--- config.mk ---
export PLATFORM = sky130hd
export DESIGN_NAME = adda_filter_top
export DESIGN_NICKNAME = d
export VERILOG_FILES = /design/src/common/fir_pkg.sv /design/src/common/adc_if.sv /design/src/adc/adc_serial_rx.sv /design/src/dac/dac_serial_tx.sv /design/src/fir/halfband_fir.sv /design/src/hw/sample_sequencer.sv /design/src/hw/adda_filter_top.sv
export SDC_FILE = /design/constraint.sdc
export NUM_CORES = 1
export LEC_CHECK = 0
export ABC_AREA = 0
export BUFFER_PORTS_ARGS = -buffer_cell sky130_fd_sc_hd__buf_2
export CELL_PAD_IN_SITES_DETAIL_PLACEMENT = 0
export CELL_PAD_IN_SITES_GLOBAL_PLACEMENT = 2
export CORE_ASPECT_RATIO = 1.1
export CORE_MARGIN = 10
export CORE_UTILIZATION = 35
export CTS_CLUSTER_DIAMETER = 200
export DETAILED_ROUTE_END_ITERATION = 8
export GPL_TIMING_DRIVEN = 0
export PLACE_DENSITY = 0.63
export SLEW_MARGIN = 40
export SYNTH_ARGS = -nofsm -noshare
export SYNTH_HDL_FRONTEND = slang
export SYNTH_SLANG_ARGS = --single-unit
--- constraint.sdc ---
create_clock -name firclk -period 21.9 [get_ports firclk]
set_input_delay 6.57 -clock firclk [delete_from_list [all_inputs] [get_ports firclk]]
set_output_delay 6.57 -clock firclk [all_outputs]
set_load 0.01 [all_outputs]
--- src/common/fir_pkg.sv ---
/* Shared sample, coefficient and accumulator types
   Half-band coefficient set and converter frame constants */
package fir_pkg;

	// Converter code in offset binary, MID_CODE is zero
	typedef logic [11:0] sample_t;

	// Filter coefficient in Q1.10
	typedef logic signed [11:0] coef_t;

	// Wide enough for the full folded sum
	typedef logic signed [25:0] acc_t;

	parameter int NUM_TAPS = 11;

	// Half-band set, odd taps zero except the centre, sum is 1024
	parameter coef_t HB_COEFS [NUM_TAPS] = '{
		6, 0, -50, 0, 300, 512, 300, 0, -50, 0, 6
	};

	parameter int COEF_SHIFT = 10;     // Q1.10 back to integer

	// ADC frame is 4 leading zeros and 12 data bits
	// DAC frame is 2 don't-care bits, 2 mode bits and 12 data bits
	parameter int FRAME_BITS = 16;

	parameter int MID_CODE = 2048;     // Zero level of sample_t

endpackage

--- src/common/adc_if.sv ---
/* Start and done handshake plus both channel words
   between the sample sequencer and the ADC reader */
`timescale 1ns/1ps

interface adc_if;

	logic             start;       // One-cycle pulse from sequencer
	logic             done;        // One-cycle pulse, words valid
	fir_pkg::sample_t ch0_data;    // Held until the next start
	fir_pkg::sample_t ch1_data;

	modport master (
		output start,
		input  done,
		input  ch0_data,
		input  ch1_data
	);

	modport slave (
		input  start,
		output done,
		output ch0_data,
		output ch1_data
	);

endinterface

--- src/adc/adc_serial_rx.sv ---
/* Two-channel serial ADC frame reader
   Drives chip select and the enabled serial clock, samples both data lines */
`timescale 1ns/1ps

module adc_serial_rx #(
	parameter int SCK_DIV = 2
) (
	input  logic firclk,
	input  logic rst_n,
	adc_if.slave ctl,
	input  logic sdata0,
	input  logic sdata1,
	output logic cs_n,
	output logic sck
);

	localparam int DIV_W = $clog2(SCK_DIV + 1);
	localparam int BIT_W = $clog2(fir_pkg::FRAME_BITS);

	typedef enum logic [1:0] {RX_IDLE, RX_SHIFT, RX_DONE} rx_state_t;

	rx_state_t                      state;
	logic [DIV_W-1:0]               div_cnt;
	logic [BIT_W-1:0]               bit_cnt;
	logic [fir_pkg::FRAME_BITS-1:0] shift0;
	logic [fir_pkg::FRAME_BITS-1:0] shift1;
	logic                           sck_edge;

	assign sck_edge = (div_cnt == DIV_W'(SCK_DIV - 1));     // Half period elapsed

	always_ff @(posedge firclk)
	begin
		if (!rst_n)
		begin
			state   <= RX_IDLE;
			cs_n    <= 1'b1;
			sck     <= 1'b0;
			div_cnt <= '0;
			bit_cnt <= '0;
		end
		else
		begin
			case (state)
				RX_IDLE:
				begin
					if (ctl.start)
					begin
						cs_n    <= 1'b0;                     // Setup cycle
						div_cnt <= '0;
						bit_cnt <= '0;
						state   <= RX_SHIFT;
					end
				end
				RX_SHIFT:
				begin
					if (sck_edge)
					begin
						div_cnt <= '0;
						sck     <= ~sck;
						// Bit ends on the falling edge
						if (sck && bit_cnt == BIT_W'(fir_pkg::FRAME_BITS - 1))
						begin
							cs_n  <= 1'b1;                   // Release
							state <= RX_DONE;
						end
						else if (sck)
							bit_cnt <= bit_cnt + 1'b1;
					end
					else
						div_cnt <= div_cnt + 1'b1;
				end
				default:
					state <= RX_IDLE;                        // Done lasts one cycle
			endcase
		end
	end

	// Sample both lines on the rising serial clock
	always_ff @(posedge firclk)
	begin
		if (state == RX_SHIFT && sck_edge && !sck)
		begin
			shift0 <= {shift0[fir_pkg::FRAME_BITS-2:0], sdata0};
			shift1 <= {shift1[fir_pkg::FRAME_BITS-2:0], sdata1};
		end
	end

	assign ctl.done     = (state == RX_DONE);
	assign ctl.ch0_data = fir_pkg::sample_t'(shift0);      // Leading zeros dropped
	assign ctl.ch1_data = fir_pkg::sample_t'(shift1);

	// Sequencer must wait for done before the next conversion
	a_start_when_idle: assert property (
		@(posedge firclk) disable iff (!rst_n)
		ctl.start |-> state == RX_IDLE
	);

endmodule

--- src/dac/dac_serial_tx.sv ---
/* Serial DAC frame writer with sync and enabled serial clock
   Data changes on the falling clock, MSB first */
`timescale 1ns/1ps

module dac_serial_tx #(
	parameter int SCK_DIV = 2
) (
	input  logic             firclk,
	input  logic             rst_n,
	input  logic             start,
	input  fir_pkg::sample_t data,
	output logic             done,
	output logic             sync_n,
	output logic             sck,
	output logic             sdata
);

	localparam int DIV_W = $clog2(SCK_DIV + 1);
	localparam int BIT_W = $clog2(fir_pkg::FRAME_BITS);

	typedef enum logic [1:0] {TX_IDLE, TX_SHIFT, TX_DONE} tx_state_t;

	tx_state_t                      state;
	logic [DIV_W-1:0]               div_cnt;
	logic [BIT_W-1:0]               bit_cnt;
	logic [fir_pkg::FRAME_BITS-1:0] shreg;
	logic                           sck_edge;

	assign sck_edge = (div_cnt == DIV_W'(SCK_DIV - 1));

	always_ff @(posedge firclk)
	begin
		if (!rst_n)
		begin
			state   <= TX_IDLE;
			sync_n  <= 1'b1;
			sck     <= 1'b0;
			div_cnt <= '0;
			bit_cnt <= '0;
			shreg   <= '0;
		end
		else
		begin
			case (state)
				TX_IDLE:
				begin
					if (start)
					begin
						shreg   <= {2'b00, 2'b00, data};     // Don't-care, mode, data
						sync_n  <= 1'b0;
						div_cnt <= '0;
						bit_cnt <= '0;
						state   <= TX_SHIFT;
					end
				end
				TX_SHIFT:
				begin
					if (sck_edge)
					begin
						div_cnt <= '0;
						sck     <= ~sck;
						if (sck)
						begin
							shreg <= shreg << 1;             // Next bit on falling edge
							if (bit_cnt == BIT_W'(fir_pkg::FRAME_BITS - 1))
							begin
								sync_n <= 1'b1;
								state  <= TX_DONE;
							end
							else
								bit_cnt <= bit_cnt + 1'b1;
						end
					end
					else
						div_cnt <= div_cnt + 1'b1;
				end
				default:
					state <= TX_IDLE;
			endcase
		end
	end

	assign sdata = shreg[fir_pkg::FRAME_BITS-1];
	assign done  = (state == TX_DONE);

	// Sequencer only starts a frame after the previous done
	a_start_when_synced: assert property (
		@(posedge firclk) disable iff (!rst_n)
		start |-> sync_n
	);

endmodule

--- src/fir/halfband_fir.sv ---
/* Credit-fed 11-tap half-band FIR with input queue
   Folded symmetric multiply-accumulate over the nonzero taps, saturated output */
`timescale 1ns/1ps

module halfband_fir #(
	parameter int FIR_DEPTH = 2
) (
	input  logic             firclk,
	input  logic             rst_n,
	input  logic             in_valid,
	input  fir_pkg::sample_t in_data,
	output logic             in_credit,
	output logic             out_valid,
	output fir_pkg::sample_t out_data,
	input  logic             out_credit
);

	localparam int PTR_W     = (FIR_DEPTH > 1) ? $clog2(FIR_DEPTH) : 1;
	localparam int CNT_W     = $clog2(FIR_DEPTH + 1);
	localparam int SW        = $bits(fir_pkg::sample_t);
	localparam int CENTRE    = fir_pkg::NUM_TAPS / 2;
	localparam int MAC_STEPS = (fir_pkg::NUM_TAPS + 5) / 4;    // Even pairs plus centre
	localparam int IDX_W     = $clog2(MAC_STEPS);

	typedef enum logic [1:0] {FIR_IDLE, FIR_MAC, FIR_SCALE, FIR_HOLD} fir_state_t;

	fir_state_t          state;
	fir_pkg::sample_t    queue [FIR_DEPTH];
	logic [PTR_W-1:0]    wr_ptr;
	logic [PTR_W-1:0]    rd_ptr;
	logic [CNT_W-1:0]    q_count;
	logic                pop;
	logic signed [SW-1:0] taps [fir_pkg::NUM_TAPS];            // Delay line, signed offset
	logic [IDX_W-1:0]    mac_idx;
	int                  tap_k;
	logic signed [SW:0]  pre_sum;
	fir_pkg::coef_t      coef;
	fir_pkg::acc_t       acc;
	fir_pkg::acc_t       scaled;
	fir_pkg::sample_t    result;
	logic [1:0]          out_cred;
	logic                emit;

	assign pop  = (state == FIR_IDLE) && (q_count != '0);
	assign emit = (state == FIR_SCALE || state == FIR_HOLD) && (out_cred != 2'd0);

	// Folded pair for the current MAC step
	always_comb
	begin
		tap_k = (mac_idx == IDX_W'(MAC_STEPS - 1)) ? CENTRE : 2 * int'(mac_idx);
		coef  = fir_pkg::HB_COEFS[tap_k];
		if (tap_k == CENTRE)
			pre_sum = taps[tap_k];
		else
			pre_sum = taps[tap_k] + taps[fir_pkg::NUM_TAPS-1-tap_k];
	end

	// Floor shift, back to offset binary, clamp to code range
	always_comb
	begin
		scaled = (acc >>> fir_pkg::COEF_SHIFT) + fir_pkg::acc_t'(fir_pkg::MID_CODE);
		if (scaled < 0)
			result = '0;
		else if (scaled > fir_pkg::acc_t'(2**SW - 1))
			result = '1;
		else
			result = fir_pkg::sample_t'(scaled);
	end

	always_ff @(posedge firclk)
	begin
		if (!rst_n)
		begin
			state     <= FIR_IDLE;
			wr_ptr    <= '0;
			rd_ptr    <= '0;
			q_count   <= '0;
			mac_idx   <= '0;
			acc       <= '0;
			in_credit <= 1'b0;
			out_valid <= 1'b0;
			out_cred  <= 2'd1;                           // One result slot downstream
			for (int i = 0; i < fir_pkg::NUM_TAPS; i++)
				taps[i] <= '0;
		end
		else
		begin
			in_credit <= pop;                            // Slot freed
			out_valid <= emit;
			out_cred  <= out_cred + 2'(out_credit) - 2'(emit);
			q_count   <= q_count + CNT_W'(in_valid) - CNT_W'(pop);
			if (in_valid)
				wr_ptr <= (wr_ptr == PTR_W'(FIR_DEPTH - 1)) ? '0 : wr_ptr + 1'b1;
			if (pop)
			begin
				rd_ptr  <= (rd_ptr == PTR_W'(FIR_DEPTH - 1)) ? '0 : rd_ptr + 1'b1;
				taps[0] <= $signed(queue[rd_ptr] - fir_pkg::sample_t'(fir_pkg::MID_CODE));
				for (int i = fir_pkg::NUM_TAPS - 1; i > 0; i--)
					taps[i] <= taps[i-1];
			end
			case (state)
				FIR_IDLE:
				begin
					if (pop)
					begin
						acc     <= '0;
						mac_idx <= '0;
						state   <= FIR_MAC;
					end
				end
				FIR_MAC:
				begin
					acc     <= acc + pre_sum * coef;
					mac_idx <= mac_idx + 1'b1;
					if (mac_idx == IDX_W'(MAC_STEPS - 1))
						state <= FIR_SCALE;
				end
				FIR_SCALE:
					state <= emit ? FIR_IDLE : FIR_HOLD;     // Wait for a credit
				default:
				begin
					if (emit)
						state <= FIR_IDLE;
				end
			endcase
		end
	end

	// Queue storage and result register
	always_ff @(posedge firclk)
	begin
		if (in_valid)
			queue[wr_ptr] <= in_data;
		if (emit)
			out_data <= result;
	end

	// Sender spends a credit per sample, so a full queue never sees a push
	a_no_overflow: assert property (
		@(posedge firclk) disable iff (!rst_n)
		in_valid |-> q_count < CNT_W'(FIR_DEPTH)
	);

	a_out_cred_max: assert property (
		@(posedge firclk) disable iff (!rst_n)
		out_cred <= 2'd1
	);

endmodule

--- src/hw/sample_sequencer.sv ---
/* Sample-rate pacing, channel select and bypass routing
   Credit accounting toward the filter and the one-entry result slot */
`timescale 1ns/1ps

module sample_sequencer #(
	parameter int SAMPLE_DIV = 256,
	parameter int FIR_DEPTH  = 2
) (
	input  logic             firclk,
	input  logic             rst_n,
	input  logic             chan_sel,
	input  logic             bypass,
	adc_if.master            adc,
	output logic             dac_start,
	output fir_pkg::sample_t dac_data,
	input  logic             dac_done,
	output logic             fir_valid,
	output fir_pkg::sample_t fir_data,
	input  logic             fir_credit,
	input  logic             res_valid,
	input  fir_pkg::sample_t res_data,
	output logic             res_credit,
	output logic             overrun
);

	localparam int TICK_W = $clog2(SAMPLE_DIV);
	localparam int CRED_W = $clog2(FIR_DEPTH + 1);

	logic [TICK_W-1:0] tick_cnt;
	logic              tick;
	logic              adc_busy;       // Conversion outstanding
	logic              dac_busy;
	logic [CRED_W-1:0] fir_cred;
	fir_pkg::sample_t  word;
	fir_pkg::sample_t  slot;
	logic              slot_full;
	logic              slot_fir;       // Slot holds a filter result
	logic              handoff;
	logic              slot_free;
	logic              send;
	logic              bypass_load;
	logic              drop_word;
	logic              res_drop;

	assign tick      = (tick_cnt == TICK_W'(SAMPLE_DIV - 1));
	assign word      = chan_sel ? adc.ch1_data : adc.ch0_data;
	assign handoff   = slot_full && !dac_busy;
	assign slot_free = !slot_full || handoff;

	// Filter results take the slot ahead of bypass words
	assign send        = adc.done && !bypass && (fir_cred != '0);
	assign bypass_load = adc.done && bypass && slot_free && !res_valid;
	assign drop_word   = adc.done && (bypass ? !bypass_load : (fir_cred == '0));
	assign res_drop    = res_valid && !slot_free;

	always_ff @(posedge firclk)
	begin
		if (!rst_n)
		begin
			tick_cnt   <= '0;
			adc.start  <= 1'b0;
			adc_busy   <= 1'b0;
			dac_start  <= 1'b0;
			dac_busy   <= 1'b0;
			fir_valid  <= 1'b0;
			fir_cred   <= CRED_W'(FIR_DEPTH);
			res_credit <= 1'b0;
			slot_full  <= 1'b0;
			slot_fir   <= 1'b0;
			overrun    <= 1'b0;
		end
		else
		begin
			tick_cnt  <= tick ? '0 : tick_cnt + 1'b1;
			adc.start <= tick && !adc_busy;
			if (tick && !adc_busy)
				adc_busy <= 1'b1;
			else if (adc.done)
				adc_busy <= 1'b0;

			fir_valid <= send;
			fir_cred  <= fir_cred - CRED_W'(send) + CRED_W'(fir_credit);

			dac_start <= handoff;
			if (handoff)
				dac_busy <= 1'b1;
			else if (dac_done)
				dac_busy <= 1'b0;

			// A dropped result still hands its credit back
			res_credit <= (handoff && slot_fir) || res_drop;
			if ((res_valid && slot_free) || bypass_load)
			begin
				slot_full <= 1'b1;
				slot_fir  <= res_valid;
			end
			else if (handoff)
				slot_full <= 1'b0;

			overrun <= overrun | drop_word | res_drop;   // Sticky
		end
	end

	always_ff @(posedge firclk)
	begin
		if (send)
			fir_data <= word;
		if (handoff)
			dac_data <= slot;
		if (res_valid && slot_free)
			slot <= res_data;
		else if (bypass_load)
			slot <= word;
	end

	// Filter must never return more credits than were spent
	a_cred_range: assert property (
		@(posedge firclk) disable iff (!rst_n)
		fir_cred <= CRED_W'(FIR_DEPTH)
	);

endmodule

--- src/hw/adda_filter_top.sv ---
/* Audio filter subsystem top level
   ADC reader, sequencer, half-band FIR and DAC writer on plain ports */
`timescale 1ns/1ps

module adda_filter_top #(
	parameter int SAMPLE_DIV = 256,
	parameter int SCK_DIV    = 2,
	parameter int FIR_DEPTH  = 2
) (
	input  logic firclk,
	input  logic rst_n,
	input  logic chan_sel,
	input  logic bypass,
	input  logic adc_sdata0,
	input  logic adc_sdata1,
	output logic adc_cs_n,
	output logic adc_sck,
	output logic dac_sync_n,
	output logic dac_sck,
	output logic dac_sdata,
	output logic overrun
);

	adc_if adc_link ();

	logic             dac_start;
	logic             dac_done;
	fir_pkg::sample_t dac_data;
	logic             fir_valid;
	fir_pkg::sample_t fir_data;
	logic             fir_credit;
	logic             res_valid;
	fir_pkg::sample_t res_data;
	logic             res_credit;

	adc_serial_rx #(.SCK_DIV(SCK_DIV)) i_adc_rx (
		.firclk (firclk),
		.rst_n  (rst_n),
		.ctl    (adc_link.slave),
		.sdata0 (adc_sdata0),
		.sdata1 (adc_sdata1),
		.cs_n   (adc_cs_n),
		.sck    (adc_sck)
	);

	sample_sequencer #(.SAMPLE_DIV(SAMPLE_DIV), .FIR_DEPTH(FIR_DEPTH)) i_seq (
		.firclk     (firclk),
		.rst_n      (rst_n),
		.chan_sel   (chan_sel),
		.bypass     (bypass),
		.adc        (adc_link.master),
		.dac_start  (dac_start),
		.dac_data   (dac_data),
		.dac_done   (dac_done),
		.fir_valid  (fir_valid),
		.fir_data   (fir_data),
		.fir_credit (fir_credit),
		.res_valid  (res_valid),
		.res_data   (res_data),
		.res_credit (res_credit),
		.overrun    (overrun)
	);

	halfband_fir #(.FIR_DEPTH(FIR_DEPTH)) i_fir (
		.firclk     (firclk),
		.rst_n      (rst_n),
		.in_valid   (fir_valid),
		.in_data    (fir_data),
		.in_credit  (fir_credit),
		.out_valid  (res_valid),
		.out_data   (res_data),
		.out_credit (res_credit)
	);

	dac_serial_tx #(.SCK_DIV(SCK_DIV)) i_dac_tx (
		.firclk (firclk),
		.rst_n  (rst_n),
		.start  (dac_start),
		.data   (dac_data),
		.done   (dac_done),
		.sync_n (dac_sync_n),
		.sck    (dac_sck),
		.sdata  (dac_sdata)
	);

endmodule

==> impl_metrics.env <==
export IMPL_postCtsResizedCells=0
export IMPL_regArea_mm2=0.00871
export IMPL_path_class="flip-flop to flip-flop"
export IMPL_synthCells=1783
export IMPL_hold_viol=0
export IMPL_endpoint_kind="flip-flop"
export IMPL_vias=13162
export IMPL_syn_mean_instance_area_um2=11.2
export IMPL_worstPathRequired_ns=22.40
export IMPL_post_cts_buffers=0
export IMPL_cap_violations=0
export IMPL_hp_start="i_seq.slot[3]"
export IMPL_synthAdderAreaFrac_pct=21.3
export IMPL_synth_xor_area_share_pct=2.58
export IMPL_fp_dieArea_mm2=0.0669
export IMPL_cts_hold_buffers=0
export IMPL_antenna_cells=0
export IMPL_htreeDepth=2
export IMPL_grt_usage_pct=17.0
export IMPL_die_x_um=247
export IMPL_finalSetupViolCount=0
export IMPL_drcViolationCount=0
export IMPL_synth_fp_nets=2051
export IMPL_routedWlPerCell_um=21.2
export IMPL_routed_via_density=5.04
export IMPL_async_flop_share_pct=0
export IMPL_ys_types=67
export IMPL_fmax_ghz=0.0784
export IMPL_hp_class="flip-flop to flip-flop"
export IMPL_cts_clk_slew_worst_paths_ns=0.06
export IMPL_io_buffers=10
export IMPL_seq_area_frac_synth_pct=43.7
export IMPL_clock_latency_ns=0.57
export IMPL_cp_common_cell="fa_1"
export IMPL_r2r_start="i_fir.mac_idx[1]"
export IMPL_synth_compound_area_share_pct=8.03
export IMPL_fin_crit_ns=12.76
export IMPL_gp_congestion=0.825
export IMPL_routed_wl_mm=55.3
export IMPL_critical_path_slowest_cell="buf_1"
export IMPL_ios=12
export IMPL_synth_flop_cell="edfxtp_1"
export IMPL_path_max_fanout=10
export IMPL_drive_gt1_share_pct=8.40
export IMPL_finalSetupTns_ns=0
export IMPL_synth_simple_gate_area_share_pct=13.9
export IMPL_synth_area_mux_share_pct=5.02
export IMPL_mappedNetlistArea_mm2=0.0199
export IMPL_numCtsBuffers=37
export IMPL_cts_num_sinks=321
export IMPL_start_util_pct=35.4
export IMPL_root_buffer="clkbuf_16"
export IMPL_dr_pass1_iters=4
export IMPL_ys_ff_latch=321
export IMPL_worstHoldPathCells=0
export IMPL_synth_edff_count=228
export IMPL_worst_r2r_endpoint="i_fir.acc[25]"
export IMPL_rsz0062_at_grt="false"
export IMPL_worst_slew_pin_slew_ns=0.850
export IMPL_cp_arrival_ns=13.26
export IMPL_fin_skew_ns=0.0260
export IMPL_die_h_um=270
export IMPL_fin_crit_sh_pct=58.2
export IMPL_slowest_delay_ns=0.66
export IMPL_cts_tree="built"
export IMPL_antenna_found_initial=2
export IMPL_grt_start_max_net_pins=42
export IMPL_synth_top_family_by_area="adder cells"
export IMPL_status="complete, no violations"
export IMPL_drtAntennaViolNets=0
export IMPL_crit_path_start_kind="flip-flop"
export IMPL_final_common_cell="edfxtp_1"
export IMPL_drt_first_iter_violations=845
export IMPL_multiInputGateArea_mm2=0.0101
export IMPL_yosysWarnings=0
export IMPL_slew_viol_final=0
export IMPL_slew_headroom_pct=43.3
export IMPL_grt_pass1_wl_mm=85.8
export IMPL_dp_hpwl_mm=42.2
export IMPL_rr_worst_depth=39
export IMPL_r2r_slack_ns=9.14
export IMPL_cts_buffer_depth=3
export IMPL_layout_common_cells="edfxtp_1 (228), inv_1 (207), ha_1 (136)"
export IMPL_grt_overflow=0
export IMPL_fillers=5602
export IMPL_core_area_mm2=0.0562
export IMPL_fin_nets=2109
export IMPL_syn_to_final_growth_pct=12.1
export IMPL_placementRows=91
export IMPL_whs_endpoint="i_seq.dac_data[3]"
export IMPL_grt_pass1_vias=13832
==> kinds of logic (layout without fill, tap and decap cells) <==
group                      Yosys count  count (layout)
AOI/OAI and AO/OA                  240             240
xor gates and xnor gates            57              57
adders and majority gates          263             263
buffers and inverters              290             377
DFF                                321             321
muxes                               68              68
and+or+nand+nor                    544             544
==> Yosys cell counts (16+ instances only) <==
| master | count | area (um^2) |
|---|---|---|
| o21ai_0 | 41 | 205 |
| nor2_1 | 99 | 372 |
| xor2_1 | 21 | 184 |
| edfxtp_1 | 228 | 6850 |
| mux2_2 | 27 | 304 |
| nand2b_1 | 21 | 131 |
| nand3_1 | 42 | 210 |
| nor2b_1 | 48 | 300 |
| fa_1 | 126 | 2520 |
| ha_1 | 136 | 1700 |
| xnor2_1 | 35 | 307 |
| clkbuf_1 | 72 | 270 |
| a21o_1 | 16 | 120 |
| a21oi_1 | 66 | 330 |
| inv_1 | 207 | 777 |
| and3_1 | 129 | 807 |
| and2_1 | 37 | 231 |
| mux4_2 | 22 | 495 |
| a22oi_1 | 16 | 120 |
| nand2_1 | 135 | 507 |
| o21a_1 | 19 | 143 |
| mux2i_1 | 17 | 170 |
| dfxtp_1 | 93 | 1860 |
==> state kept, by name, indices dropped and copies added (netlist names), 8 cells and up, named ones only <==
name             cells
i_seq.tick_cnt       8
i_adc_rx.shift1     12
i_adc_rx.shift0     12
i_fir.taps         132
i_dac_tx.shreg      16
i_fir.queue         24
i_fir.out_data      12
i_seq.dac_data      12
i_fir.acc           25
i_seq.slot          12
i_seq.fir_data      12
==> layer usage <==
layer  part of all wire, %  global-route usage, %  vias up
li1                      -                      -     6260
met1                    43                   21.7     6589
met2                    50                   29.2      238
met3                   4.1                   2.62       73
met4                   2.4                   4.43        2
met5                 0.013                      0        -
==> worst max-delay path, delay by kind of cell, from the launching register on <==
| kind | cells | cell delay (ns) |
|---|---|---|
| fa+ha+maj | 10 | 4.15 |
| buf+inv | 12 | 3.95 |
| compound gates | 11 | 2.16 |
| simple gates | 5 | 1.58 |
| flops | 1 | 0.42 |
| xor+xnor | 1 | 0.42 |
==> final cells by class <==
type                       count  share of cell area [%]
clock buffer                  48                    4.52
timing repair buffer          19                   0.661
sequential                   321                    39.0
inverter                     210                    3.53
tap                          744                    4.17
clock inverter                20                    1.26
multi-input combinational   1172                    45.4
buffer                        80                    1.42
==> metrics by stage <==
step,utilization [%],setup slack [ns],hold slack [ns],instance area (um^2),std cells
floorplan,-,11.25,0.400,19900,1783
global placement,37.2,8.52,0.418,20900,2537
detailed placement,37.4,9.20,0.417,21000,2545
CTS,39.7,9.16,0.429,22300,2613
global route,39.7,8.37,0.429,22300,2614
finish,39.7,9.14,0.429,22300,2614
==> worst max-delay path by stage <==
stage | start | to | cells after the start
2_1_floorplan | rst_n | i_fir.taps[0][0] | 4
3_3_place_gp | rst_n | i_fir.taps[10][2] | 4
3_5_place_dp | i_fir.mac_idx[1] | i_fir.acc[25] | 35
4_1_cts | i_fir.mac_idx[1] | i_fir.acc[25] | 35
5_1_grt | i_fir.mac_idx[1] | i_fir.acc[25] | 35
6_report | i_fir.mac_idx[1] | i_fir.acc[25] | 39
Power is left out: the tool's default activity adds up to more than one toggle a clock period on the data nets, which glitch-free logic cannot reach.
